### config.mk
export PLATFORM = sky130hd
export DESIGN_NAME = thread_regfile
export DESIGN_NICKNAME = d
export VERILOG_FILES = /design/src/hdc_pkg.sv /design/src/thread_regfile.sv
export VERILOG_INCLUDE_DIRS = /design/src
export SDC_FILE = /design/constraint.sdc
export NUM_CORES = 1
export LEC_CHECK = 0
export BUFFER_PORTS_ARGS = -buffer_cell sky130_fd_sc_hd__buf_2
export CAP_MARGIN = 20
export CORE_UTILIZATION = 60
export DETAILED_ROUTE_END_ITERATION = 16
export GPL_ROUTABILITY_DRIVEN = 0
export HOLD_SLACK_MARGIN = 0.03
export PLACE_DENSITY = 0.78
export REMOVE_ABC_BUFFERS = 1
export SYNTH_ARGS = -nofsm -noshare
export SYNTH_HDL_FRONTEND = slang
export SYNTH_SLANG_ARGS = --single-unit
### constraint.sdc
create_clock -name clk -period 14 [get_ports clk]
set_input_delay 0.7 -clock clk [delete_from_list [all_inputs] [get_ports clk]]
set_output_delay 0.7 -clock clk [all_outputs]
set_load 0.01 [all_outputs]
### src/hdc_consts.svh
`ifndef HDC_CONSTS_SVH
`define HDC_CONSTS_SVH

// hypervector width in bits
`define HDC_DIM 64

// item memory geometry
`define HDC_ITEM_DEPTH 512
`define HDC_ADDR_W 9

// round-robin hardware threads
`define HDC_THREADS 5

// instruction layout, opcode in the top bits
`define HDC_INSTR_W 16
`define HDC_OP_W 4

// rotate amount, low bits of the operand
`define HDC_ROT_W 6

`endif

### src/hdc_pkg.sv
package hdc_pkg;

    `include "hdc_consts.svh"

    // one hypervector
    typedef logic [`HDC_DIM-1:0] hv_t;

    // item memory address, taken from the low instruction bits
    typedef logic [`HDC_ADDR_W-1:0] item_addr_t;

    // thread slot, counts 0 to HDC_THREADS-1
    typedef logic [$clog2(`HDC_THREADS)-1:0] thread_t;

    // instruction opcodes
    typedef enum logic [`HDC_OP_W-1:0] {
        op_nop     = 4'd0,
        op_load    = 4'd1,
        op_xor     = 4'd2,
        op_move    = 4'd3,
        op_permute = 4'd4,
        op_sign    = 4'd5,
        op_wb_item = 4'd6,
        op_store   = 4'd7,
        op_last    = 4'd8
    } opcode_e;

endpackage

### src/thread_regfile.sv
`timescale 1ns/10ps
`default_nettype none

`include "hdc_consts.svh"

module thread_regfile (
    input  wire logic           clk,
    input  wire logic           reset,
    input  wire logic           run,

    // read side, slot in the execute stage
    input  hdc_pkg::thread_t    rd_thread,
    output hdc_pkg::hv_t        bind_reg,
    output hdc_pkg::hv_t        acc,

    // write side
    input  wire logic           bind_we,
    input  wire logic           acc_we,
    input  hdc_pkg::thread_t    wr_thread,
    input  hdc_pkg::hv_t        wr_data
);

    // reg_1 and reg_2 of every thread
    hdc_pkg::hv_t bind_bank [`HDC_THREADS];
    hdc_pkg::hv_t acc_bank  [`HDC_THREADS];

    // pair of the executing slot
    assign bind_reg = bind_bank[rd_thread];
    assign acc      = acc_bank[rd_thread];

    always_ff @(posedge clk) begin
        if (reset || !run) begin
            for (int i = 0; i < `HDC_THREADS; i++) begin
                bind_bank[i] <= '0;
                acc_bank[i]  <= '0;
            end
        end else begin
            if (bind_we) begin
                bind_bank[wr_thread] <= wr_data;
            end
            if (acc_we) begin
                acc_bank[wr_thread] <= wr_data;
            end
        end
    end

endmodule

`default_nettype wire

==> results of run 1 <==
-- sequential cells by signal, indices dropped and copies added, names as in the netlist --
signal,cells
acc_bank,512
bind_bank,512
-- report_power, final --
part	total, mW	leakage [nW]	internal [mW]	switching [mW]
registers	3.53	10.5	3.49	0.0335
clock network	2.61	1.55	1.50	1.12
logic	0.506	4.26	0.190	0.317
total	6.65	16.3	5.18	1.47
-- cell type report --
class / count / area (µm²)
diodes: 11 / 27.5
clock buffers: 118 / 2550
clock inverters: 63 / 601
fillers: 4441 / 22600
inverters: 64 / 240
multi-input cells: 1052 / 11100
flip-flops and latches: 1024 / 30700
well taps: 940 / 1180
repair buffers: 260 / 1510
-- per-layer routing --
layer | share of wire (%) | GRT usage, %
met5 | 0.087 | 0
met4 | 3.0 | 11.1
met3 | 11 | 6.63
met2 | 49 | 48.7
met1 | 36 | 40.3
-- critical path: cells and delay by family --
kind / cells / cell delay (ps)
buffers and inverters: 4 / 2550
muxes: 2 / 990
-- metrics by stage --
stage,setup WS (ps),total power [mW],cell area [µm²],std cells,hold slack (ps)
CTS,8800,6.67,47900,3520,276
detailed placement,8800,4.09,44700,3339,967
global placement,8890,4.07,44700,3338,955
finish,8890,6.65,47900,3532,311
floorplan,1350,3.86,41800,2140,799
global route,8600,6.82,47900,3527,290
-- cell families (layout without fill, tap and decap cells) --
| kind of cell | after synthesis | after routing |
|---|---|---|
| buffers and inverters | 281 | 505 |
| flip-flops | 1024 | 1024 |
| AO/OA/AOI/OAI | 10 | 10 |
| other | 0 | 11 |
| multiplexers | 384 | 384 |
| AND/OR/NAND/NOR | 658 | 658 |
-- cells in the mapped netlist (all sizes together) --
master | n | area share [%]
edfxtp | 1024 | 71
nor3 | 642 | 7.5
mux4 | 256 | 14
clkbuf | 164 | 1.7
mux2 | 128 | 3.3
clkinv | 64 | 0.56
buf | 53 | 1.2
o21ai | 10 | 0.12
nand2b | 3 | 0.044
nand4b | 3 | 0.061
nand2 | 2 | 0.017
nand4bb | 2 | 0.052
nor2 | 2 | 0.017
nor3b | 2 | 0.035
nor2b | 1 | 0.015
or2 | 1 | 0.015
-- worst max path at each step --
stage,startpoint,end,slack [ps],cells past startpoint
after global placement,rd_thread[0],bind_reg[16],8890,6
after CTS,rd_thread[0],bind_reg[63],8800,6
after global routing,rd_thread[0],bind_reg[63],8600,6
after floorplan,wr_thread[2],acc_bank[3][0]$_SDFFCE_PN0P_,1350,2
after detailed placement,rd_thread[0],bind_reg[46],8800,6
final,rd_thread[0],bind_reg[63],8890,6
==> key figures, run 1 <==
Synth
  • Synth Instances: ~2400
  • Post-Synth Adder-Cell Area: 0%
  • Compound-gate portion of the synthesized area: less than 1%
  • Seq/Total Area, Yosys: between 70% and 80%
  • Ys Warns: 0
  • Simple-Gate Fraction of Synth Area: roughly 7.7%
  • Number of synthesized register bits: about 1000
  • Synth Area per Inst: approximately 18 µm²
  • Area of the mapped netlist: between 40000 and 50000 µm²
  • Mux cell area share after synthesis: 17.3%
  • Largest family of logic cells by synthesized area: multiplexers
  • Synth cell types: 24
  • Post-Synth XOR/XNOR Area: 0%

Run status
  • Outcome: finished, final reports clean

Global route
  • First-pass GRT wire length: between 150 and 200 mm
  • Vias in the first global route: between 20000 and 30000
  • Grt total ovfl: 0
  • Largest net degree at the start of global routing: 157
  • Antenna violations before repair: 15
  • GRT Resource Usage Total: a little under a third

Worst setup path
  • Startpoint Class: primary input
  • Setup crit end kind: output pin
  • Worst path slowest cell: buf_4
  • CP max FO: 78
  • Critical Path AT: roughly 4400 ps
  • Crit path cell chain: buf_8, buf_4, buf_4, mux4_2, mux2_2, buf_2
  • Crit path kind: in -> out
  • Worst Path Required: 13300 ps
  • Max stage delay on crit path: a little over 900 ps
  • Cell repeated most along the worst path: buf_4

Layout
  • Most common cell after layout, fill and taps aside: edfxtp_1
  • Net count, final: between 2000 and 3000
  • Util after Layout: 67.9%
  • Layout cells sized above 1: between 20 and 30%
  • Layout area overhead: 11.1%
  • Most frequent cells in the layout: 1024 x edfxtp_1, 640 x nor3_1, 199 x buf_2

Min path
  • Worst hold start: wr_data[43]
  • HP Class: in -> reg
  • Worst Hold End: acc_bank[5][43]$_DFFE_PP_
  • Min-Delay Path Depth: 1

Floorplan
  • Starting Density: between 60% and 70%
  • I/O pin total: just over 200
  • Die outline height: between 200 and 300 µm
  • Core area: 70500 µm²
  • Die X: about 270 µm
  • Core Rows: 97
  • Die area: 72900 µm²

Timing
  • Worst slew pin tran: about 1200 ps
  • Fin. max-slew vios: 0
  • Final hold viol count: 0
  • Maximum clock rate: between 150 and 200 MHz
  • Slew headroom: 21.4%
  • Min Clock Period, post-route: 5110 ps
  • Tcrit/Tclk final: 36.5%
  • Fin Setup TNS: 0 ps
  • # setup viols final: 0
  • RSZ-0062 raised after global routing: no

Clocking
  • CTS Hold Bufs: 0
  • Worst-path clk slew: ~60 ps
  • Post-CTS setup buffer count: 0
  • CTS tree: yes
  • PostCTS Resize Cnt: 0
  • Clock sinks: a little over 1000
  • Root Buffer: clkbuf_16
  • Longest Clk Path Bufs: 3
  • H-tree lvl count: 3
  • CTS Buf Count: 98

Place
  • Final HPWL DP: approximately 55 mm
  • IO Port Bufs: just over 200

Routing
  • Routed len/inst: 30.4 µm
  • Residual DRC: 0
  • Via count: ~24000
  • Vias/cell: roughly 6.8
  • DRT iter0 DRCs: roughly 2900
  • Drt pass-1 iters: 5
  • Routed Wire Length: ~110 mm
  • Routed Antenna Nets: 0

Job
  • Max Cap Violations: 0

Power and ir drop
  • Cell Pwr Density: roughly 140 nW/µm²
  • P_leak: around 16 nW
  • Peak supply drop: just over 0.0001 V
No activity file was read; power rests on OpenSTA's default activity.
==> run 2, diff against run 1 <==
- clock period: 14 -> 4.8 ns (I/O delays scaled with it)
==> run 2 against run 1 <==
Combinational power rose to 3.0 times the previous value; sequential share of layout area shrank 0.85 points; critical path depth decreased by 1; critical endpoint is now acc[52]; worst setup slack lost 6800 ps; utilization grew 0.91 points; die area unchanged; sequential power grew to 2.9 times the previous value; clock-buffer cell count is 11 higher; clock power rose to 2.8 times the previous value; via count is 1.9% higher; non-clock buffer count up 57; final area grew 1.3%.
==> key figures, run 2 (synthesis gave the netlist of run 1 again) <==
Routing
  • Routed len/inst: 30.0 µm (-1.5%)
  • DRT iter0 DRCs: 2896 (+0.49%)
  • Drt pass-1 iters: 5 (unchanged)
  • Residual DRC: 0 (unchanged)
  • Via count: 24400 (+1.9%)
  • Vias/cell: 6.81 (+0.56%)
  • Routed Wire Length: 107 mm (-0.19%)
  • Routed Antenna Nets: 0 (unchanged)

Power and ir drop
  • Peak supply drop: 0.000251 V (+140%)
  • Tot Pwr: 19.2 mW (+190%)
  • P_leak: 16.5 nW (+1.4%)
  • Cell Pwr Density: 395 nW/µm² (+180%)

Floorplan
  • Starting Density: 61.1% (unchanged)
  • Die outline height: 270 µm (unchanged)
  • Die area: 72900 µm² (unchanged)
  • I/O pin total: 203 (unchanged)
  • Core area: 70500 µm² (unchanged)
  • Die X: 270 µm (unchanged)
  • Core Rows: 97 (unchanged)

Global route
  • Antenna violations before repair: 6 (-9)
  • Largest net degree at the start of global routing: 195 (+24%)
  • Vias in the first global route: 25500 (+2.0%)
  • First-pass GRT wire length: 161 mm (+0.45%)
  • Grt total ovfl: 0 (unchanged)
  • GRT Resource Usage Total: 29.9% (-0.055 points)

Worst setup path
  • Worst path slowest cell: mux4_1
  • Max stage delay on crit path: 650 ps (-280 ps)
  • Startpoint Class: primary input
  • Top delay family on crit path: buffers and inverters
  • Worst Path Required: 4560 ps (-8740 ps)
  • WP buf/inv: 3 (-1)
  • Critical Path AT: 2460 ps (-1950 ps)
  • Crit path kind: in -> out
  • Setup crit end kind: output pin
  • Crit path cell chain: buf_8, buf_12, mux4_1, mux2_2, buf_2
  • CP max FO: 68 (-13%)

Clocking
  • Root Buffer: clkbuf_16
  • Post-CTS setup buffer count: 0 (unchanged)
  • Clock sinks: 1024 (unchanged)
  • H-tree lvl count: 3 (unchanged)
  • Longest Clk Path Bufs: 3 (unchanged)
  • CTS Buf Count: 100 (+2.0%)
  • CTS tree: yes
  • Worst-path clk slew: 60 ps (about the same)

Min path
  • Worst Hold End: acc_bank[5][14]$_DFFE_PP_
  • HP Class: in -> reg
  • Worst hold start: run
  • Min-Delay Path Depth: 4 (+3)

Layout
  • Util after Layout: 68.8% (+0.91 points)
  • Top flop regs: acc_bank (512), bind_bank (512)
  • Most frequent cells in the layout: 1024 x edfxtp_1, 640 x nor3_1, 199 x buf_2
  • Final instance area: 48500 µm² (+1.3%)
  • Most common cell after layout, fill and taps aside: edfxtp_1
  • Layout cells sized above 1: 27.0% (-1.4 points)
  • Net count, final: 2634 (+2.3%)
  • Layout area overhead: 12.6%

Timing
  • Slew headroom: 23.7% (+2.4 points)
  • Final hold viol count: 0 (unchanged)
  • RSZ-0062 raised after global routing: no
  • # setup viols final: 0 (unchanged)
  • Worst slew pin tran: 1140 ps (-35.4 ps)
  • Tcrit/Tclk final: a little under three fifths
  • Min Clock Period, post-route: roughly 2700 ps
  • Fin Setup TNS: 0 ps (unchanged)
  • Fin. max-slew vios: 0 (unchanged)
  • Maximum clock rate: 370 MHz

Place
  • Placed Area: 44900 µm² (+0.34%)
  • Final HPWL DP: 54.0 mm (-2.0%)
  • IO Port Bufs: 202 (unchanged)

Run status
  • Outcome: finished, final reports clean

Job
  • Max Cap Violations: 0 (unchanged)
==> run 2: how the worst max path moves through the flow <==
stage / startpoint / endpoint / depth (start not counted)
after CTS: rd_thread[0] / acc[34] / 5
after global routing: rd_thread[0] / acc[52] / 5
after floorplan: wr_thread[2] / acc_bank[3][0]$_SDFFCE_PN0P_ / 2
after global placement: wr_thread[2] / acc_bank[0][56]$_SDFFCE_PN0P_ / 5
final: rd_thread[0] / acc[52] / 5
after detailed placement: wr_thread[2] / bind_bank[1][9]$_SDFFCE_PN0P_ / 5
==> run 2: area by class of cell <==
cell class / count / area [µm²]
fillers: 4369 / 22000
inverters: 64 / 240
clock buffers: 129 / 2680
flip-flops and latches: 1024 / 30700
multi-input cells: 1052 / 11100
repair buffers: 317 / 2290
diodes: 1 / 2.50
well taps: 940 / 1180
clock inverters: 51 / 358
==> run 2: report_power, final <==
| group | total [mW] | switching (mW) | leakage, nW | internal [mW] |
|---|---|---|---|---|
| sequential | 10.3 | 0.0928 | 10.5 | 10.2 |
| clock | 7.38 | 3.25 | 1.47 | 4.13 |
| combinational | 1.53 | 0.939 | 4.57 | 0.596 |
| total | 19.2 | 4.28 | 16.5 | 14.9 |
==> run 2: tightest hold or removal path: cells and delay by family <==
| family | cells | cell delay (ps) |
|---|---|---|
| buf+inv | 2 | 350 |
| simple gates | 2 | 230 |
==> run 2: through the flow <==
step | cells | worst slack (ps) | hold WS, ps
2_1_floorplan | 2140 | -7390 | 339
4_1_cts | 3576 | 2080 | 327
5_1_grt | 3578 | 1990 | 368
3_3_place_gp | 3332 | 1970 | 506
3_5_place_dp | 3332 | 1780 | 510
6_report | 3578 | 2100 | 355
==> run 2: per-layer routing <==
metal  GRT usage (%)  part of all wire, %
met4            9.84                  2.7
met1            41.2                   37
met3            5.89                   11
met2            48.7                   50
met5               0                0.040
==> run 2: timing repair <==
item                      CTS  global route
gates resized for setup     0             0
hold buffers               64             0
hold endpoints to repair  384             0
