--- src/hdc_consts.svh ---
`ifndef HDC_CONSTS_SVH
`define HDC_CONSTS_SVH

// hypervector width in bits
`define HDC_DIM 64

// item memory geometry
`define HDC_ITEM_DEPTH 512
`define HDC_ADDR_W 9

// round-robin hardware threads
`define HDC_THREADS 5

// instruction layout, opcode in the top bits
`define HDC_INSTR_W 16
`define HDC_OP_W 4

// rotate amount, low bits of the operand
`define HDC_ROT_W 6

`endif

--- src/hdc_pkg.sv ---
package hdc_pkg;

    `include "hdc_consts.svh"

    // one hypervector
    typedef logic [`HDC_DIM-1:0] hv_t;

    // item memory address, taken from the low instruction bits
    typedef logic [`HDC_ADDR_W-1:0] item_addr_t;

    // thread slot, counts 0 to HDC_THREADS-1
    typedef logic [$clog2(`HDC_THREADS)-1:0] thread_t;

    // instruction opcodes
    typedef enum logic [`HDC_OP_W-1:0] {
        op_nop     = 4'd0,
        op_load    = 4'd1,
        op_xor     = 4'd2,
        op_move    = 4'd3,
        op_permute = 4'd4,
        op_sign    = 4'd5,
        op_wb_item = 4'd6,
        op_store   = 4'd7,
        op_last    = 4'd8
    } opcode_e;

endpackage

--- src/hdc_execute.sv ---
`timescale 1ns/10ps
`default_nettype none

`include "hdc_consts.svh"

module hdc_execute (
    input  wire logic               clk,
    input  wire logic               reset,
    input  wire logic               run,

    // decoded instruction
    input  wire logic               ex_valid,
    input  hdc_pkg::opcode_e        ex_op,
    input  hdc_pkg::item_addr_t     ex_operand,
    input  hdc_pkg::thread_t        ex_thread,

    // operands
    input  hdc_pkg::hv_t            mem_word,
    input  hdc_pkg::hv_t            sign_vec,
    input  hdc_pkg::hv_t            bind_reg,
    input  hdc_pkg::hv_t            acc,

    // register write
    output logic                    bind_we,
    output logic                    acc_we,
    output hdc_pkg::thread_t        wr_thread,
    output hdc_pkg::hv_t            wr_data,

    // core outputs, registered
    output logic                    store,
    output hdc_pkg::hv_t            result,
    output logic                    last
);

    logic [`HDC_ROT_W-1:0]  rot_amt;
    logic [2*`HDC_DIM-1:0]  rot_full;
    hdc_pkg::hv_t           acc_rot;
    logic                   do_store;
    logic                   do_last;

    // rotate left, upper half of the doubled word
    assign rot_amt  = ex_operand[`HDC_ROT_W-1:0];
    assign rot_full = {acc, acc} << rot_amt;
    assign acc_rot  = rot_full[2*`HDC_DIM-1:`HDC_DIM];

    assign wr_thread = ex_thread;
    assign do_store  = ex_valid && (ex_op == hdc_pkg::op_store);
    assign do_last   = ex_valid && (ex_op == hdc_pkg::op_last);

    always_comb begin
        bind_we = 1'b0;
        acc_we  = 1'b0;
        wr_data = acc;
        if (ex_valid) begin
            case (ex_op)
                hdc_pkg::op_load: begin
                    acc_we  = 1'b1;
                    wr_data = mem_word;
                end
                hdc_pkg::op_xor: begin
                    acc_we  = 1'b1;
                    wr_data = bind_reg ^ acc;
                end
                hdc_pkg::op_move: begin
                    bind_we = 1'b1;
                    wr_data = acc;
                end
                hdc_pkg::op_permute: begin
                    acc_we  = 1'b1;
                    wr_data = acc_rot;
                end
                hdc_pkg::op_sign: begin
                    acc_we  = 1'b1;
                    wr_data = sign_vec;
                end
                // store, last and nop leave the banks alone
                default: begin
                    bind_we = 1'b0;
                    acc_we  = 1'b0;
                end
            endcase
        end
    end

    // one-cycle pulses, result is zero outside a store
    always_ff @(posedge clk) begin
        if (reset || !run) begin
            store  <= 1'b0;
            result <= '0;
            last   <= 1'b0;
        end else begin
            store  <= do_store;
            result <= do_store ? acc : '0;
            last   <= do_last;
        end
    end

endmodule

`default_nettype wire

--- config.mk ---
export PLATFORM = sky130hd
export DESIGN_NAME = hdc_execute
export DESIGN_NICKNAME = d
export VERILOG_FILES = /design/src/hdc_pkg.sv /design/src/hdc_execute.sv
export VERILOG_INCLUDE_DIRS = /design/src
export SDC_FILE = /design/constraint.sdc
export NUM_CORES = 1
export LEC_CHECK = 0
export CAP_MARGIN = 20
export CORE_AREA = 2 2 161 163
export DETAILED_ROUTE_END_ITERATION = 8
export DIE_AREA = 0 0 163 165
export DONT_BUFFER_PORTS = 1
export GPL_TIMING_DRIVEN = 0
export PLACE_DENSITY_LB_ADDON = 0.25
export SLEW_MARGIN = 40
export SYNTH_ARGS = -nofsm -noshare
export SYNTH_HDL_FRONTEND = slang
export SYNTH_SLANG_ARGS = --single-unit
--- constraint.sdc ---
create_clock -name clk -period 2.9 [get_ports clk]
set_input_delay 0.435 -clock clk [delete_from_list [all_inputs] [get_ports clk]]
set_output_delay 0.435 -clock clk [all_outputs]
set_load 0.02 [all_outputs]
==> results of run 1 <==
[cells by family after synthesis]
kind of cell	count (synthesis)
xor gates and xnor gates	64
buffers and inverters	94
muxes	192
and+or+nand+nor	207
AOI/OAI and AO/OA	193
DFF	66
[through the flow]
step	util, %	hold WS [ps]
after floorplan	-	511
after global placement	35.0	515
after detailed placement	35.0	517
after CTS	42.0	144
after global routing	43.8	155
final	43.8	140
[sequential cells by signal, indices dropped and copies added (netlist names)]
register and count:
last 1, store 1, result 64
[placed cells by master, fill, tap and decap left out, drive strengths merged]
master / Yosys / layout
clkinvlp: 0 / 2
nor4: 1 / 1
nor4bb: 1 / 1
mux2i: 64 / 64
mux4: 128 / 128
nor2: 1 / 1
nand3: 63 / 63
o21ai: 1 / 1
nor4b: 3 / 3
o22a: 64 / 64
clkinv: 1 / 1
dfxtp: 66 / 66
xor2: 64 / 64
nand2: 66 / 66
and2: 64 / 64
nand3b: 1 / 1
clkdlybuf4s15: 0 / 6
nor3: 3 / 3
diode: 0 / 1
nor3b: 1 / 1
a22oi: 64 / 64
clkbuf: 56 / 69
nand2b: 3 / 3
o2111ai: 1 / 1
buf: 37 / 41
o22ai: 63 / 63
bufinv: 0 / 2
[final cells by class]
| type | count | area (um^2) |
|---|---|---|
| fill | 2307 | 14100 |
| multi-input combinational | 656 | 8030 |
| sequential | 66 | 1320 |
| buffer | 93 | 634 |
| tap | 330 | 413 |
| clock buffer | 12 | 246 |
| timing repair buffer | 11 | 246 |
| clock inverter | 4 | 75.1 |
| inverter | 1 | 5.00 |
| antenna | 1 | 2.50 |
[where the power goes]
part           switching (mW)  internal, mW  leakage [nW]
Sequential            0.00524         0.909         0.532
Clock                   0.530         0.779         0.149
Combinational            1.13         0.917          2.57
Total                    1.67          2.61          3.25
[what timing repair did]
action,in CTS,in global routing
gates cloned,8,0
resized for setup,283,78
endpoints found under the setup margin,64,64
buffers inserted,3,0
endpoints found under the hold margin,0,0
pin swaps,76,55
[worst max-delay path, delay by kind of cell]
family / cells / cell delay [ps]
AOI/OAI and AO/OA: 2 / 500
buffers and inverters: 2 / 260
muxes: 3 / 1460
[routing by layer]
layer  part of all wire (%)  GRT usage (%)
met1                     35           40.0
met4                    6.3           16.8
met5                      0              0
met3                     12           10.2
met2                     47           54.2
[cells in the mapped netlist (all sizes together)]
cell type | instances | area (um^2)
mux4 | 128 | 2880
dfxtp | 66 | 1320
nand2 | 66 | 248
a22oi | 64 | 480
and2 | 64 | 400
mux2i | 64 | 641
o22a | 64 | 561
xor2 | 64 | 561
nand3 | 63 | 315
o22ai | 63 | 394
clkbuf | 56 | 210
buf | 37 | 215
nand2b | 3 | 18.8
nor3 | 3 | 15.0
nor4b | 3 | 26.3
clkinv | 1 | 3.75
nand3b | 1 | 7.51
nor2 | 1 | 3.75
nor3b | 1 | 7.51
nor4 | 1 | 6.26
nor4bb | 1 | 10.0
o2111ai | 1 | 8.76
o21ai | 1 | 5.00
[worst min path at each step]
stage,from,to,slack (ps)
final,ex_op[0],last,140
after global routing,ex_op[1],last,150
after CTS,ex_op[0],last,140
after detailed placement,ex_op[0],last,520
after global placement,ex_op[0],last,510
after floorplan,ex_op[0],last,510
==> results.yml, run 1 <==
floorplan:
  die_w_um: 163
  die_h_um: 165
  rows: 58
  core_um2: 25000
  io_pins: 411
  initial_core_util_pct: 33.3
  die_area_um2: 26900
grt:
  grt_max_degree: 12
  grt-ovfl-total: 0
  antenna_found_initial: 2
  grt_pass1_vias: 8357
  grt_first_pass_wirelength_mm: 63.0
  track_usage_pct: 33.3
detailed_routing:
  vias: 8597
  avgViaCountPerCell: 7.32
  first_iter_violations: 872
  ant_nets: 0
  wl_mm: 46.2
  wl_per_cell_um: 39.3
  drt-pass1-iter-count: 5
  drcViolationCount: 0
synthesis:
  synthMuxAreaShare_pct: 42.2
  ys_seq_elements: 66
  synthSimpleGateAreaFrac_pct: 12.7
  avgSynthCellArea_um2: 10.2
  synth_compound_area_share_pct: 17.4
  synth-xor-area-share_pct: 6.72
  ys_seq_area_share_pct: 15.8
  syn_inst: 816
  ys_types: 27
  synthesis.area_um2: 8340
  synth_fa_ha_area_share_pct: 0
  synth_top_family_by_area: "multiplexers"
  synth_fp_nets: 1092
  synth_warnings: 0
sta:
  fmax_mhz: 322
  worst_slew_pin_slew_ps: 989
  tns_ps: -6440
  slew_viol_final: 0
  finalCritPeriodShare_pct: 107
  rsz0062_at_grt: "true"
  slew_headroom_pct: 34.1
  fin_ws_ps: -203
  min_period_ps: 3100
  finalHoldViolations: 0
  setup_viol: 64
setup_path:
  worst_ep_required_time_ps: 2470
  startpoint: "ex_operand[1]"
  critPathMaxStageDelay_ps: 610
  crit_path_max_fanout: 5
  path_cells: "buf_16, buf_12, mux4_2, mux4_2, mux2i_2, o22ai_1, o22a_2"
  cpMaxStageDelayCell: "mux4_2"
  start_kind: "input port"
  critPathCapture: "wr_data[43]"
  critical_path_class: "input port to primary output"
  cp-end-kind: "primary output"
  crit_top_cell: "mux4_2"
  worstPathArrival_ps: 2670
cts:
  cts-root-buf: "clkbuf_16"
  cts_buffers: 9
  cts_hold_buf: 0
  cts.sinks: 66
  cts_buffer_depth: 2
  htree_levels: 3
  clkTransAtPathRegs_ps: 60
  cts_tree: "built"
cells_and_area:
  finish.instance_area_um2: 11000
  fin_cells: 1174
  drive_gt1_share_pct: 46.9
  area_delta_synth_final_pct: 31.6
  nNetsFinal: 1114
placed_design:
  place_area_um2: 8770
  gp_congestion: 1.06
  post-place-ws_ps: -813
  port_buffers: 0
  hpwl_mm: 34.9
  place_inst: 1146
run_status:
  status: "finished with violations"
  violations: "negative setup slack"
power:
  p_leak_nw: 3.25
  power_density_nw_per_um2: 389
  finalPower_mw: 4.27
  peakVddDrop_mv: 0.270
job:
  maxCapViolCount: 0
hold_path:
  min_path_cells: 1
  hp-class: "input port to flip-flop"
Power figures use the tool's default switching activity.
==> run 2, diff against run 1 <==
--- a/config.mk
+++ b/config.mk
@@ -13,6 +13,7 @@
 export DONT_BUFFER_PORTS = 1
 export GPL_TIMING_DRIVEN = 0
 export PLACE_DENSITY_LB_ADDON = 0.25
+export RECOVER_POWER = 50
 export SLEW_MARGIN = 40
 export SYNTH_ARGS = -nofsm -noshare
 export SYNTH_HDL_FRONTEND = slang
==> run 2 against run 1 <==
  * The run still ends with negative setup slack left
  * Setup slack improved by 3.6 ps
  * Routed wire length barely moved
  * First-iteration DRC count rose by 0.34%
  * Total power about the same
  * Global-route usage unchanged
  * Non-clock buffer count unchanged
  * Fmax is 0.12% higher
  * Clock power is essentially flat
  * Cell area shrank 0.10%
  * Sequential share of layout area about the same
==> results.yml, run 2 (same netlist as run 1, synthesis figures left out) <==
cells_and_area:
  ff_latch_area_um2: 1320
  final_common_cell: "mux4_2"
  fill_cells: 2309
  multi_input_area_um2: 8030
  nNetsFinal: 1114
  area_delta_synth_final_pct: 31.4
  fin_cells: 1174
  largest_reg_flops: 64
  regMostFlops: "result"
  drive_gt1_share_pct: 46.5
  finish.instance_area_um2: 11000
  final_cell_mix: "128 x mux4_2, 66 x dfxtp_1, 65 x nand2_1"
  reg_top3: "result: 64 flops, last: 1 flops, store: 1 flops"
  final_util_pct: 43.8
placed_design:
  post-place-ws_ps: -813
  port_buffers: 0
  place_area_um2: 8770
  gp_congestion: 1.06
  place_inst: 1146
  hpwl_mm: 34.9
sta:
  slew_headroom_pct: 34.0
  fmax_mhz: 323
  min_period_ps: 3100
  worst_slew_pin_slew_ps: 989
  fin_ws_ps: -199
  holdWs_ps: 141
  rsz0062_at_grt: "true"
  tns_ps: -6550
  setup_viol: 64
  finalCritPeriodShare_pct: 107
  slew_viol_final: 0
  finalHoldViolations: 0
setup_path:
  start_kind: "input port"
  critPathMaxStageDelay_ps: 590
  path_cells: "buf_16, buf_12, mux4_2, mux4_2, mux2i_2, o22ai_4, o22a_2"
  crit_path_max_fanout: 5
  critical_path_class: "input port to primary output"
  worstPathArrival_ps: 2660
  crit_top_cell: "mux4_2"
  cpMaxStageDelayCell: "mux4_2"
  cp-end-kind: "primary output"
  worst_ep_required_time_ps: 2470
detailed_routing:
  wl_per_cell_um: 39.3
  drt-pass1-iter-count: 5
  ant_nets: 0
  wirelength_met1_mm: 16.4
  highest_layer: "met4"
  vias: 8552
  wl_met3_mm: 5.37
  wl_mm: 46.2
  wl_met2_mm: 21.5
  drcViolationCount: 0
  avgViaCountPerCell: 7.28
  first_iter_violations: 875
floorplan:
  core_um2: 25000
  initial_core_util_pct: 33.3
  die_w_um: 163
  die_area_um2: 26900
  rows: 58
  die_h_um: 165
  io_pins: 411
cts:
  cts_hold_buf: 0
  cts_tree: "built"
  clkTransAtPathRegs_ps: 60
  cts_buffers: 9
  cts.sinks: 66
  cts-root-buf: "clkbuf_16"
  cts_buffer_depth: 2
  htree_levels: 3
power:
  power_density_nw_per_um2: 390
  p_leak_nw: 3.24
  peakVddDrop_mv: 0.270
  finalPower_mw: 4.27
run_status:
  violations: "negative setup slack"
  status: "finished with violations"
grt:
  grt-ovfl-total: 0
  antenna_found_initial: 2
  grt_first_pass_wirelength_mm: 63.0
  track_usage_pct: 33.3
  grt_max_degree: 12
  grt_pass1_vias: 8357
job:
  maxCapViolCount: 0
hold_path:
  hp-class: "input port to flip-flop"
-- run 2: changes by cell type in the layout (fill, tap and decap cells not counted) --
cell      before  now
buf_4          6    3
clkbuf_1      37   40
-- run 2: final timing paths --
path	cells after the start	start	slack, ps	endpoint
max	7	ex_operand[1]	-200	wr_data[24]
min	1	ex_op[0]	140	last
-- run 2: routing by layer --
metal	vias to the layer above	GRT usage, %
met4	0	16.8
met5	-	0
met3	156	10.2
met2	770	54.2
li1	3361	-
met1	4265	40.0
-- run 2: critical path: cells and delay by family --
family	cells	cell delay, ps
AO/OA/AOI/OAI	2	470
multiplexers	3	1480
buffers and inverters	2	260
-- run 2: layout make-up --
cell class / count / share of cell area, %
Tap cell: 330 / 3.77
Inverter: 1 / 0.0457
Antenna cell: 1 / 0.0228
Clock buffer: 12 / 2.25
Timing Repair Buffer: 11 / 2.25
Clock inverter: 4 / 0.685
Buffer: 93 / 5.68
Multi-Input combinational cell: 656 / 73.2
Sequential cell: 66 / 12.1
-- run 2: what timing repair did --
action                                  4_1_cts  5_1_grt
gates resized for setup                     283       78
hold endpoints to repair                      0        0
endpoints found under the setup margin       64       64
setup buffers                                 3        0
pin swaps                                    76       55
cloned                                        8        0
-- run 2: report_power, final --
group,switching (mW),internal (mW)
sequential,0.00524,0.909
clock,0.529,0.779
combinational,1.13,0.915
