`src/hdc_consts.svh`:
```
`ifndef HDC_CONSTS_SVH
`define HDC_CONSTS_SVH

// hypervector width in bits
`define HDC_DIM 64

// item memory geometry
`define HDC_ITEM_DEPTH 512
`define HDC_ADDR_W 9

// round-robin hardware threads
`define HDC_THREADS 5

// instruction layout, opcode in the top bits
`define HDC_INSTR_W 16
`define HDC_OP_W 4

// rotate amount, low bits of the operand
`define HDC_ROT_W 6

`endif

```
`src/hdc_pkg.sv`:
```
package hdc_pkg;

    `include "hdc_consts.svh"

    // one hypervector
    typedef logic [`HDC_DIM-1:0] hv_t;

    // item memory address, taken from the low instruction bits
    typedef logic [`HDC_ADDR_W-1:0] item_addr_t;

    // thread slot, counts 0 to HDC_THREADS-1
    typedef logic [$clog2(`HDC_THREADS)-1:0] thread_t;

    // instruction opcodes
    typedef enum logic [`HDC_OP_W-1:0] {
        op_nop     = 4'd0,
        op_load    = 4'd1,
        op_xor     = 4'd2,
        op_move    = 4'd3,
        op_permute = 4'd4,
        op_sign    = 4'd5,
        op_wb_item = 4'd6,
        op_store   = 4'd7,
        op_last    = 4'd8
    } opcode_e;

endpackage

```
`src/instr_decode.sv`:
```
`timescale 1ns/10ps
`default_nettype none

`include "hdc_consts.svh"

module instr_decode (
    input  wire logic                   clk,
    input  wire logic                   reset,
    input  wire logic                   run,

    // instruction strobe, no back-pressure
    input  wire logic                   instr_valid,
    input  wire logic [`HDC_INSTR_W-1:0] instr,

    // execute stage fields
    output logic                        ex_valid,
    output hdc_pkg::opcode_e            ex_op,
    output hdc_pkg::item_addr_t         ex_operand,
    output hdc_pkg::thread_t            ex_thread,

    // write-back request to the item memory
    output logic                        wb_req,
    output hdc_pkg::item_addr_t         wb_addr
);

    hdc_pkg::opcode_e   dec_op;
    hdc_pkg::item_addr_t dec_operand;
    hdc_pkg::thread_t   slot_cnt;

    // field split
    assign dec_op      = hdc_pkg::opcode_e'(instr[`HDC_INSTR_W-1 -: `HDC_OP_W]);
    assign dec_operand = instr[`HDC_ADDR_W-1:0];

    always_ff @(posedge clk) begin
        if (reset || !run) begin
            ex_valid   <= 1'b0;
            ex_op      <= hdc_pkg::op_nop;
            ex_operand <= '0;
            ex_thread  <= '0;
            wb_req     <= 1'b0;
            wb_addr    <= '0;
            slot_cnt   <= '0;
        end else begin
            ex_valid <= instr_valid;
            if (instr_valid) begin
                ex_operand <= dec_operand;
                ex_thread  <= slot_cnt;

                // write-back goes straight to memory, execute sees a nop
                if (dec_op == hdc_pkg::op_wb_item) begin
                    ex_op   <= hdc_pkg::op_nop;
                    wb_req  <= 1'b1;
                    wb_addr <= dec_operand;
                end else begin
                    ex_op   <= dec_op;
                    wb_req  <= 1'b0;
                    wb_addr <= '0;
                end

                // round-robin slot
                if (slot_cnt == hdc_pkg::thread_t'(`HDC_THREADS - 1)) begin
                    slot_cnt <= '0;
                end else begin
                    slot_cnt <= slot_cnt + 1'b1;
                end
            end else begin
                ex_op  <= hdc_pkg::op_nop;
                wb_req <= 1'b0;
            end
        end
    end

endmodule

`default_nettype wire

```
`config.mk`:
```
export PLATFORM = sky130hd
export DESIGN_NAME = instr_decode
export DESIGN_NICKNAME = d
export VERILOG_FILES = /design/src/hdc_pkg.sv /design/src/instr_decode.sv
export VERILOG_INCLUDE_DIRS = /design/src
export SDC_FILE = /design/constraint.sdc
export NUM_CORES = 1
export LEC_CHECK = 0
export BUFFER_PORTS_ARGS = -buffer_cell sky130_fd_sc_hd__buf_2
export CAP_MARGIN = 40
export CORE_MARGIN = 1.5
export CORE_UTILIZATION = 41
export DETAILED_ROUTE_END_ITERATION = 10
export PLACE_DENSITY_LB_ADDON = 0.25
export SLEW_MARGIN = 20
export SYNTH_ARGS = -nofsm -noshare
export SYNTH_HDL_FRONTEND = slang
export SYNTH_SLANG_ARGS = --single-unit
```
`constraint.sdc`:
```
create_clock -name clk -period 1.03 [get_ports clk]
set_clock_uncertainty 0.15 [all_clocks]
set_input_delay 0.1545 -clock clk [delete_from_list [all_inputs] [get_ports clk]]
set_output_delay 0.1545 -clock clk [all_outputs]
set_load 0.02 [all_outputs]
```
==> flow_metrics.tcl, run 1 <==
set metrics [dict create \
    outcome "finished, violations left" \
    violations "negative hold slack, negative setup slack" \
    slew_viol_final 0 \
    die_w_um 54.41 \
    path_max_fanout 2 \
    required_ps 730 \
    dpl.hpwl_mm 1.724 \
    worst-path-stages 1 \
    syn-cell-area_um2 1084 \
    area_growth_pct 67.78 \
    finalWeightedCongestion 0.6566 \
    placed_cells 186 \
    critPathKind "register to output port" \
    die_height_um 54.41 \
    grt_max_degree 26 \
    synth_edf_count 0 \
    seq_area_frac_synth 0.5543 \
    detail_route.vias_per_cell 4.991 \
    synth_top_cell_by_area "dfxtp_1" \
    first_global_vias 912 \
    ys_async_sr_fraction 0 \
    hp-start "instr[15]" \
    dp_slack_ps -127.0 \
    hold_violations 3 \
    final_nets 205 \
    max-cap-violations 0 \
    yosysTopAreaCellShare 0.5543 \
    tightest_slew_ps 248.4 \
    hold-path-endpoint "ex_op[3]" \
    synth-seq-cells 30 \
    synth_cells 113 \
    setup.worst_path.end_class "output port" \
    cts_buffers 5 \
    multi_input_area_um2 459.2 \
    critical-path-top-delay-family "flip-flops" \
    cts_root_buffer "clkbuf_4" \
    grtUsageTotal 0.2067 \
    grt_pass1_wl_mm 4.015 \
    r2r_cells 5 \
    grt-ovfl-total 0 \
    antenna_found_initial 0 \
    whs_ps -53.66 \
    max_freq_mhz 919.3 \
    slew_headroom 0.8343 \
    drt_pass1_iterations 4 \
    fillers 205 \
    critPathArrivalTime_ps 780 \
    cts_buffer_depth 2 \
    holdCritPathClass "input pin to register" \
    drt_iter0_drc 21 \
    period_share 1.056 \
    io_buffer_count 43 \
    crit_chain "buf_6" \
    rsz0062_at_grt "true" \
    cts_tree "done" \
    rows 18 \
    cts.sinks 30 \
    drive_above_1_share 0.5464 \
    ys.flop_type "dfxtp_1" \
    power_switching_share 0.2448 \
    power.share.clock 0.296 \
    holdPathStages 2 \
    critPathMaxStageDelay_ps 350 \
    num_vias 1063 \
    antenna_cells 0 \
    p_leak_nw 0.7955 \
    finalCriticalPeriod_ps 1088 \
    r2r_start "slot_cnt[0]" \
    power.switching_mw 0.5170 \
    critical_path.startpoint_type "register" \
    routed_wl_mm 2.768 \
    synth_common_cells "30 x dfxtp_1, 20 x nand2_1, 13 x a21oi_1, 10 x nand2b_1, 9 x o22ai_1" \
    power_frac_seq 0.568 \
    critPathSlowestCell "dfxtp_2" \
    p_int_mw 1.595 \
    mappedNetlistNets 135 \
    clk_pin_slew_ps 80 \
    start_util 0.4334 \
    htreeDepth 2 \
    final_cells 213 \
    wl_per_cell_um 13.00 \
    fin_ws_ps -57.83 \
    rrSetupSlack_ps -50 \
    yosysWarnings 0 \
    pwr-share-comb 0.136 \
    r2r-end "slot_cnt[2]" \
    die_area_um2 2960 \
    post-route-drc-count 0 \
    ios 47 \
    syn_area_per_cell_um2 9.589 \
    ys_types 19 \
    cp_num_buf_inv 1 \
    final-seq-area_um2 636.9 \
    setup_viol 30 \
    fp.coreArea_um2 2500 \
    synth_area_leaders "dfxtp_1 55%, nand2_1 6.9%, a21oi_1 6.0%" \
    clk-insertion-delay-late_ps 320 \
    ir_drop_v 0.0009436 \
    final_antenna_net_count 0 \
    synth_most_common_cell "dfxtp_1" \
    power_density_nw_per_um2 1162 \
]
## worst max-delay path by stage
stage,startpoint,end,slack (ps)
after detailed placement,instr[12],wb_addr[7],-130
after CTS,ex_thread[0],ex_thread[0],-70
final,wb_addr[1],wb_addr[1],-60
after floorplan,slot_cnt[1],slot_cnt[1],-40
after global placement,instr[12],wb_addr[2],-60
after global routing,slot_cnt[0],slot_cnt[2],-100
## state kept, by name, summed over array words and instances (netlist names)
name        count
wb_addr         9
slot_cnt        3
ex_op           4
ex_thread       3
ex_valid        1
ex_operand      9
wb_req          1
## cells in the final DEF (no fill, tap or decap), drive strengths merged
cell | Yosys | routed
nor2 | 7 | 7
nand4 | 1 | 1
nand2b | 10 | 10
nand3b | 1 | 1
nand3 | 2 | 2
mux2i | 5 | 5
clkbuf | 0 | 7
nand2 | 20 | 20
inv | 2 | 2
buf | 6 | 58
nor2b | 1 | 1
and3 | 2 | 2
dlygate4sd3 | 0 | 11
a21oi | 13 | 13
and2 | 1 | 1
o21ai | 1 | 1
dfxtp | 30 | 30
o22ai | 9 | 9
ha | 2 | 2
## logic make-up (layout without fill, tap and decap cells)
family,count (synthesis),count (layout),synth area share
adder cells (fa/ha/maj),2,2,0.02309
AO/OA/AOI/OAI,23,23,0.1166
multiplexers,5,5,0.04619
AND/OR/NAND/NOR,45,45,0.2194
buffers and inverters,8,78,0.04041
flip-flops,30,30,0.5543
## power by group through the flow
stage	clock network, mW	registers (mW)	logic (mW)
final	0.626	1.20	0.287
after global routing	0.706	1.20	0.309
after CTS	0.645	1.20	0.275
after detailed placement	0	1.22	0.210
after global placement	0	1.22	0.205
after floorplan	0	1.24	0.0931
## through the flow
step                utilization  TNS [ps]  instance area (um^2)  power [mW]
finish                   0.7272     -1395                  1818       2.112
global route             0.7272     -2553                  1818       2.217
CTS                      0.7107     -1687                  1777       2.119
detailed placement       0.5490     -1137                  1373       1.430
global placement         0.5490    -554.4                  1373       1.422
floorplan                     -    -49.23                  1086       1.335
## area by class of cell
cell class                      count  share of cell area
Sequential cell                    30              0.3503
Timing Repair Buffer               69              0.3476
Multi-Input combinational cell     75              0.2526
Clock buffer                        7             0.02478
Tap cell                           30             0.02065
Inverter                            2            0.004129
## repair_timing
item,CTS,global route
buffers inserted,4,5
setup endpoints to repair,30,31
pin swaps,3,2
resized for setup,86,1
gates cloned,0,0
hold endpoints to repair,23,5
hold buffers,11,1
## per-layer routing
metal / vias to the layer above / routed length [um] / global-route usage
met5: - / 0 / 0
met2: 45 / 1427 / 0.3494
li1: 521 / - / -
met1: 488 / 1080 / 0.2171
met3: 9 / 169 / 0.06011
met4: 0 / 89 / 0.1500
Note: power is estimated with default switching activity, not from simulation.
==> run 2: changes to the inputs <==
--- a/config.mk
+++ b/config.mk
@@ -9,7 +9,7 @@
 export BUFFER_PORTS_ARGS = -buffer_cell sky130_fd_sc_hd__buf_2
 export CAP_MARGIN = 40
 export CORE_MARGIN = 1.5
-export CORE_UTILIZATION = 41
+export CORE_UTILIZATION = 45
 export DETAILED_ROUTE_END_ITERATION = 10
 export PLACE_DENSITY_LB_ADDON = 0.25
 export SLEW_MARGIN = 20
==> constraint.sdc (replaced) <==
create_clock -name clk -period 1.1 [get_ports clk]
set_clock_uncertainty 0.15 [all_clocks]
set_input_delay 0.165 -clock clk [delete_from_list [all_inputs] [get_ports clk]]
set_output_delay 0.165 -clock clk [all_outputs]
set_load 0.02 [all_outputs]
==> run 2 against run 1 <==
Compared with the run above: global-route usage rose by 1.2 points; non-clock buffer count is 6 lower; sequential power down 7%; register-to-register slack better by 70 ps; largest cell class unchanged; the flow still finishes with violations (negative hold slack, negative setup slack).
==> flow_metrics.tcl, run 2 (synthesized netlist as in run 1, its figures left out) <==
set metrics [dict create \
    outcome "finished, violations left" \
    violations "negative hold slack, negative setup slack" \
    tns_ps -24.27 \
    power_switching_share 0.2415 \
    power.switching_mw 0.4959 \
    slew_headroom 0.8249 \
    p_leak_nw 0.7707 \
    cts.sinks 30 \
    drt_pass1_iterations 4 \
    fp.coreArea_um2 2233 \
    setup_viol 2 \
    clk_pin_slew_ps 90 \
    finalWeightedCongestion 0.7594 \
    rows 17 \
    die_w_um 52.07 \
    max_freq_mhz 899.0 \
    cts_root_buffer "clkbuf_4" \
    antenna_found_initial 0 \
    setup.worst_path.end_class "output port" \
    dpl.hpwl_mm 1.636 \
    critical_path.startpoint_type "register" \
    ir_drop_v 0.001260 \
    die_height_um 52.07 \
    num_vias 1049 \
    post-route-drc-count 0 \
    wl_per_cell_um 13.74 \
    tightest_slew_ps 262.4 \
    required_ps 780 \
    final_cell_mix "29 x dfxtp_2, 27 x buf_6, 20 x nand2_1" \
    critPathSlowestCell "dfxtp_2" \
    ios 47 \
    power.share.clock 0.323 \
    die_area_um2 2711 \
    grt-ovfl-total 0 \
    grt_pass1_wl_mm 4.229 \
    critical-path-top-delay-family "flip-flops" \
    area_growth_pct 65.36 \
    holdPathStages 2 \
    critPathKind "register to output port" \
    start_util 0.4852 \
    max-cap-violations 0 \
    hold-path-endpoint "ex_op[0]" \
    whs_ps -36.26 \
    rsz0062_at_grt "true" \
    critPathMaxStageDelay_ps 360 \
    p_int_mw 1.557 \
    routed_wl_mm 2.830 \
    final_common_cell "dfxtp_2" \
    final_util 0.8022 \
    cts_buffer_depth 2 \
    critPathArrivalTime_ps 800 \
    detail_route.vias_per_cell 5.092 \
    power_frac_seq 0.547 \
    dp_slack_ps -42.47 \
    io_buffer_count 43 \
    postCtsHoldBufs 11 \
    fin_area_um2 1792 \
    final_nets 199 \
    first_global_vias 997 \
    r2r_start "slot_cnt[0]" \
    r2r_cells 5 \
    fillers 142 \
    slew_viol_final 0 \
    crit_chain "buf_6" \
    finalCriticalPeriod_ps 1112 \
    cp_num_buf_inv 1 \
    r2r-end "slot_cnt[2]" \
    cts_tree "done" \
    htreeDepth 2 \
    grtUsageTotal 0.2191 \
    pwr-share-comb 0.130 \
    period_share 1.011 \
    antenna_cells 0 \
    power_density_nw_per_um2 1146 \
    holdCritPathClass "input pin to register" \
    hp-start "instr[12]" \
    rrSetupSlack_ps 20 \
    grt_max_degree 40 \
    clk-insertion-delay-late_ps 320 \
    drive_above_1_share 0.5506 \
    hold_violations 2 \
    fin_ws_ps -12.29 \
    path_max_fanout 2 \
    final_antenna_net_count 0 \
    dpl_cell_area_um2 1369 \
    drt_iter0_drc 17 \
    largestRegisters "ex_operand x9, wb_addr x9, ex_op x4" \
    cts_buffers 5 \
]
## run 2: cell count changes in the layout (fill, tap and decap cells not counted), sizes merged
cell / delta
buf: -6
clkinv: +1
## run 2: repair_timing
action                     CTS  global route
gates cloned                 0             0
hold endpoints to repair    23             3
setup buffers                2             1
resized for setup           73            17
setup endpoints to repair   27            30
pin swaps                    2             3
## run 2: final cells by class
| class | instances | area (um^2) | share of cell area |
|---|---|---|---|
| inverters | 2 | 7.507 | 0.004190 |
| flip-flops and latches | 30 | 636.9 | 0.3554 |
| clock inverters | 1 | 5.005 | 0.002793 |
| multi-input cells | 75 | 465.4 | 0.2598 |
| repair buffers | 63 | 586.8 | 0.3275 |
| clock buffers | 7 | 55.05 | 0.03073 |
| well taps | 28 | 35.03 | 0.01955 |
## run 2: worst max path at each step
stage                             start             to  slack (ps)  cells after the start
after floorplan             slot_cnt[0]    slot_cnt[2]          20                      5
after global placement        instr[12]     wb_addr[2]           8                      4
after detailed placement      instr[12]     wb_addr[8]         -40                      4
after CTS                 ex_operand[8]  ex_operand[8]         -20                      1
after global routing         wb_addr[4]     wb_addr[4]         -50                      1
final                     ex_operand[8]  ex_operand[8]         -10                      1
## run 2: per-stage QoR
stage               std cells  power (mW)
floorplan                 113       1.250
global route              206       2.156
global placement          184       1.331
finish                    206       2.053
CTS                       205       2.052
detailed placement        184       1.338
## run 2: power by group through the flow
| stage | Combinational (mW) | Sequential (mW) | Clock (mW) |
|---|---|---|---|
| 2_1_floorplan | 0.0867 | 1.16 | 0 |
| 3_3_place_gp | 0.192 | 1.14 | 0 |
| 3_5_place_dp | 0.197 | 1.14 | 0 |
| 4_1_cts | 0.251 | 1.12 | 0.680 |
| 5_1_grt | 0.283 | 1.13 | 0.747 |
| 6_report | 0.266 | 1.12 | 0.664 |
## run 2: metal layers
metal  GRT usage  wire (um)
met3     0.09483        198
met1      0.2287       1200
met2      0.3776       1414
met4     0.09649         17
met5           0          0
==> run 3: changes to the inputs <==
--- a/config.mk
+++ b/config.mk
@@ -7,7 +7,7 @@
 export NUM_CORES = 1
 export LEC_CHECK = 0
 export BUFFER_PORTS_ARGS = -buffer_cell sky130_fd_sc_hd__buf_2
-export CAP_MARGIN = 40
+export CAP_MARGIN = 20
 export CORE_MARGIN = 1.5
 export CORE_UTILIZATION = 45
 export DETAILED_ROUTE_END_ITERATION = 10
==> constraint.sdc (replaced) <==
create_clock -name clk -period 1.1 [get_ports clk]
set_clock_uncertainty 0.15 [all_clocks]
set_input_delay 0.055 -clock clk [delete_from_list [all_inputs] [get_ports clk]]
set_output_delay 0.055 -clock clk [all_outputs]
set_load 0.02 [all_outputs]
==> run 3 against run 2 <==
Compared with the run above: the flow finishes with violations (negative setup slack); cell area fell by 9.7%; setup slack gained 7.4 ps; count of clock-buffer cells in the layout fell by 1; sequential power barely moved; wire length decreased by 8.3%; core utilization shrank 7.8 points; hold slack better by 40 ps; die area did not move; sequential cell count did not move; final cell count rose by 0.49%; critical path type is now register to register; largest cell class unchanged; highest routed layer unchanged.
==> flow_metrics.tcl, run 3 (synthesized netlist as in run 1, its figures left out) <==
set metrics [dict create \
    critPathArrivalTime_ps 1210 \
    drt_iter0_drc 9 \
    die_w_um 52.07 \
    grtUsageTotal 0.2109 \
    critical-path-top-delay-family "flip-flops" \
    ir_drop_v 0.0009999 \
    slew_headroom 0.8879 \
    hold-path-endpoint "wb_addr[1]" \
    clk-insertion-delay-late_ps 320 \
    drt_pass1_iterations 4 \
    crit_chain "inv_2, ha_4, o21ai_2, nand2_1, a21oi_2" \
    critPathKind "register to register" \
    cts_root_buffer "clkbuf_4" \
    final_nets 202 \
    fin_area_um2 1618 \
    antenna_cells 0 \
    num_vias 1035 \
    r2r_start "slot_cnt[1]" \
    io_buffer_count 43 \
    routed_wl_mm 2.596 \
    drive_above_1_share 0.3799 \
    cp_num_buf_inv 1 \
    power_density_nw_per_um2 1231 \
    r2r_cells 5 \
    final_util 0.7244 \
    p_leak_nw 0.7466 \
    largestRegisters "ex_operand x9, wb_addr x9, ex_op x4" \
    ios 47 \
    fp.coreArea_um2 2233 \
    rows 17 \
    cts_buffer_depth 2 \
    start_util 0.4852 \
    post-route-drc-count 0 \
    die_height_um 52.07 \
    fin_ws_ps -4.859 \
    setup.worst_path.end_class "register" \
    max-cap-violations 0 \
    cts.sinks 30 \
    grt_max_degree 39 \
    cts_tree "done" \
    critical_path.startpoint_type "register" \
    critPathSlowestCell "dfxtp_2" \
    tns_ps -4.859 \
    hold_violations 0 \
    rsz0062_at_grt "true" \
    htreeDepth 2 \
    wl_per_cell_um 12.54 \
    antenna_found_initial 0 \
    final_cell_mix "43 x buf_2, 28 x dfxtp_1, 20 x nand2_1" \
    area_growth_pct 49.31 \
    outcome "finished, violations left" \
    hp-start "instr[15]" \
    rrSetupSlack_ps -5 \
    r2r-end "slot_cnt[2]" \
    post-cts-setup-buffer-count 0 \
    setup_viol 1 \
    period_share 1.004 \
    finalCriticalPeriod_ps 1105 \
    holdPathStages 4 \
    final_common_cell "buf_2" \
    dpl_cell_area_um2 1356 \
    required_ps 1200 \
    tightest_slew_ps 168.1 \
    holdCritPathClass "input pin to register" \
    finalWeightedCongestion 0.7667 \
    detail_route.vias_per_cell 5.000 \
    worst-path-stages 5 \
    dpl.hpwl_mm 1.627 \
    critPathMaxStageDelay_ps 360 \
    first_global_vias 942 \
    grt-ovfl-total 0 \
    die_area_um2 2711 \
    slew_viol_final 0 \
    cts_buffers 5 \
    final_antenna_net_count 0 \
    grt_pass1_wl_mm 4.071 \
    clk_pin_slew_ps 90 \
    violations "negative setup slack" \
    path_max_fanout 3 \
    max_freq_mhz 905.1 \
]
==> run 3: cell types whose count changed in the layout (fill, tap and decap cells not counted), sizes merged <==
cell	before	now
buf	52	49
clkbuf	7	6
clkinv	1	0
dlygate4sd3	11	17
==> run 3: power by group <==
group	internal, mW	total, mW	switching (mW)
logic	0.124	0.249	0.125
clock network	0.287	0.628	0.341
registers	1.11	1.11	0.00934
==> run 3: per-layer routing <==
| layer | routed length [um] | track usage | vias to the layer above |
|---|---|---|---|
| li1 | - | - | 518 |
| met1 | 1154 | 0.2405 | 466 |
| met2 | 1187 | 0.3312 | 45 |
| met3 | 195 | 0.07184 | 6 |
| met4 | 59 | 0.1404 | 0 |
| met5 | 0 | 0 | - |
==> run 3: worst max path at each step <==
stage	endpoint	slack, ps	start
6_report	slot_cnt[2]	-5	slot_cnt[1]
2_1_floorplan	slot_cnt[2]	20	slot_cnt[0]
3_3_place_gp	slot_cnt[2]	20	slot_cnt[1]
3_5_place_dp	slot_cnt[2]	-6	slot_cnt[1]
4_1_cts	slot_cnt[0]	9	slot_cnt[0]
5_1_grt	slot_cnt[2]	-40	slot_cnt[1]
==> run 3: what timing repair did <==
| action | 4_1_cts | 5_1_grt |
|---|---|---|
| endpoints found under the setup margin | 3 | 7 |
| resized for setup | 3 | 10 |
| endpoints found under the hold margin | 23 | 0 |
| pin swaps | 2 | 4 |
| hold buffers | 17 | 0 |
==> run 3: stage by stage <==
step	hold WS, ps	worst slack, ps	std cells	total power [mW]
after floorplan	-7.022	15.30	113	1.250
after global placement	143.3	19.95	184	1.325
after detailed placement	156.9	-6.216	184	1.330
after CTS	2.153	9.292	207	1.986
after global routing	6.082	-41.14	207	2.068
final	4.062	-4.859	207	1.992
==> run 3: area by class of cell <==
type	instances	area (um^2)
clock buffer	6	51.30
sequential	30	603.1
tap	28	35.03
inverter	2	7.507
timing repair buffer	66	446.7
fill	183	615.6
multi-input combinational	75	474.2
==> run 3: worst reg2reg max path, cell delays in order (launching register included) <==
cell and delay (ps):
dfxtp_2 360, inv_2 50, ha_4 160, o21ai_2 110, nand2_1 80, a21oi_2 130
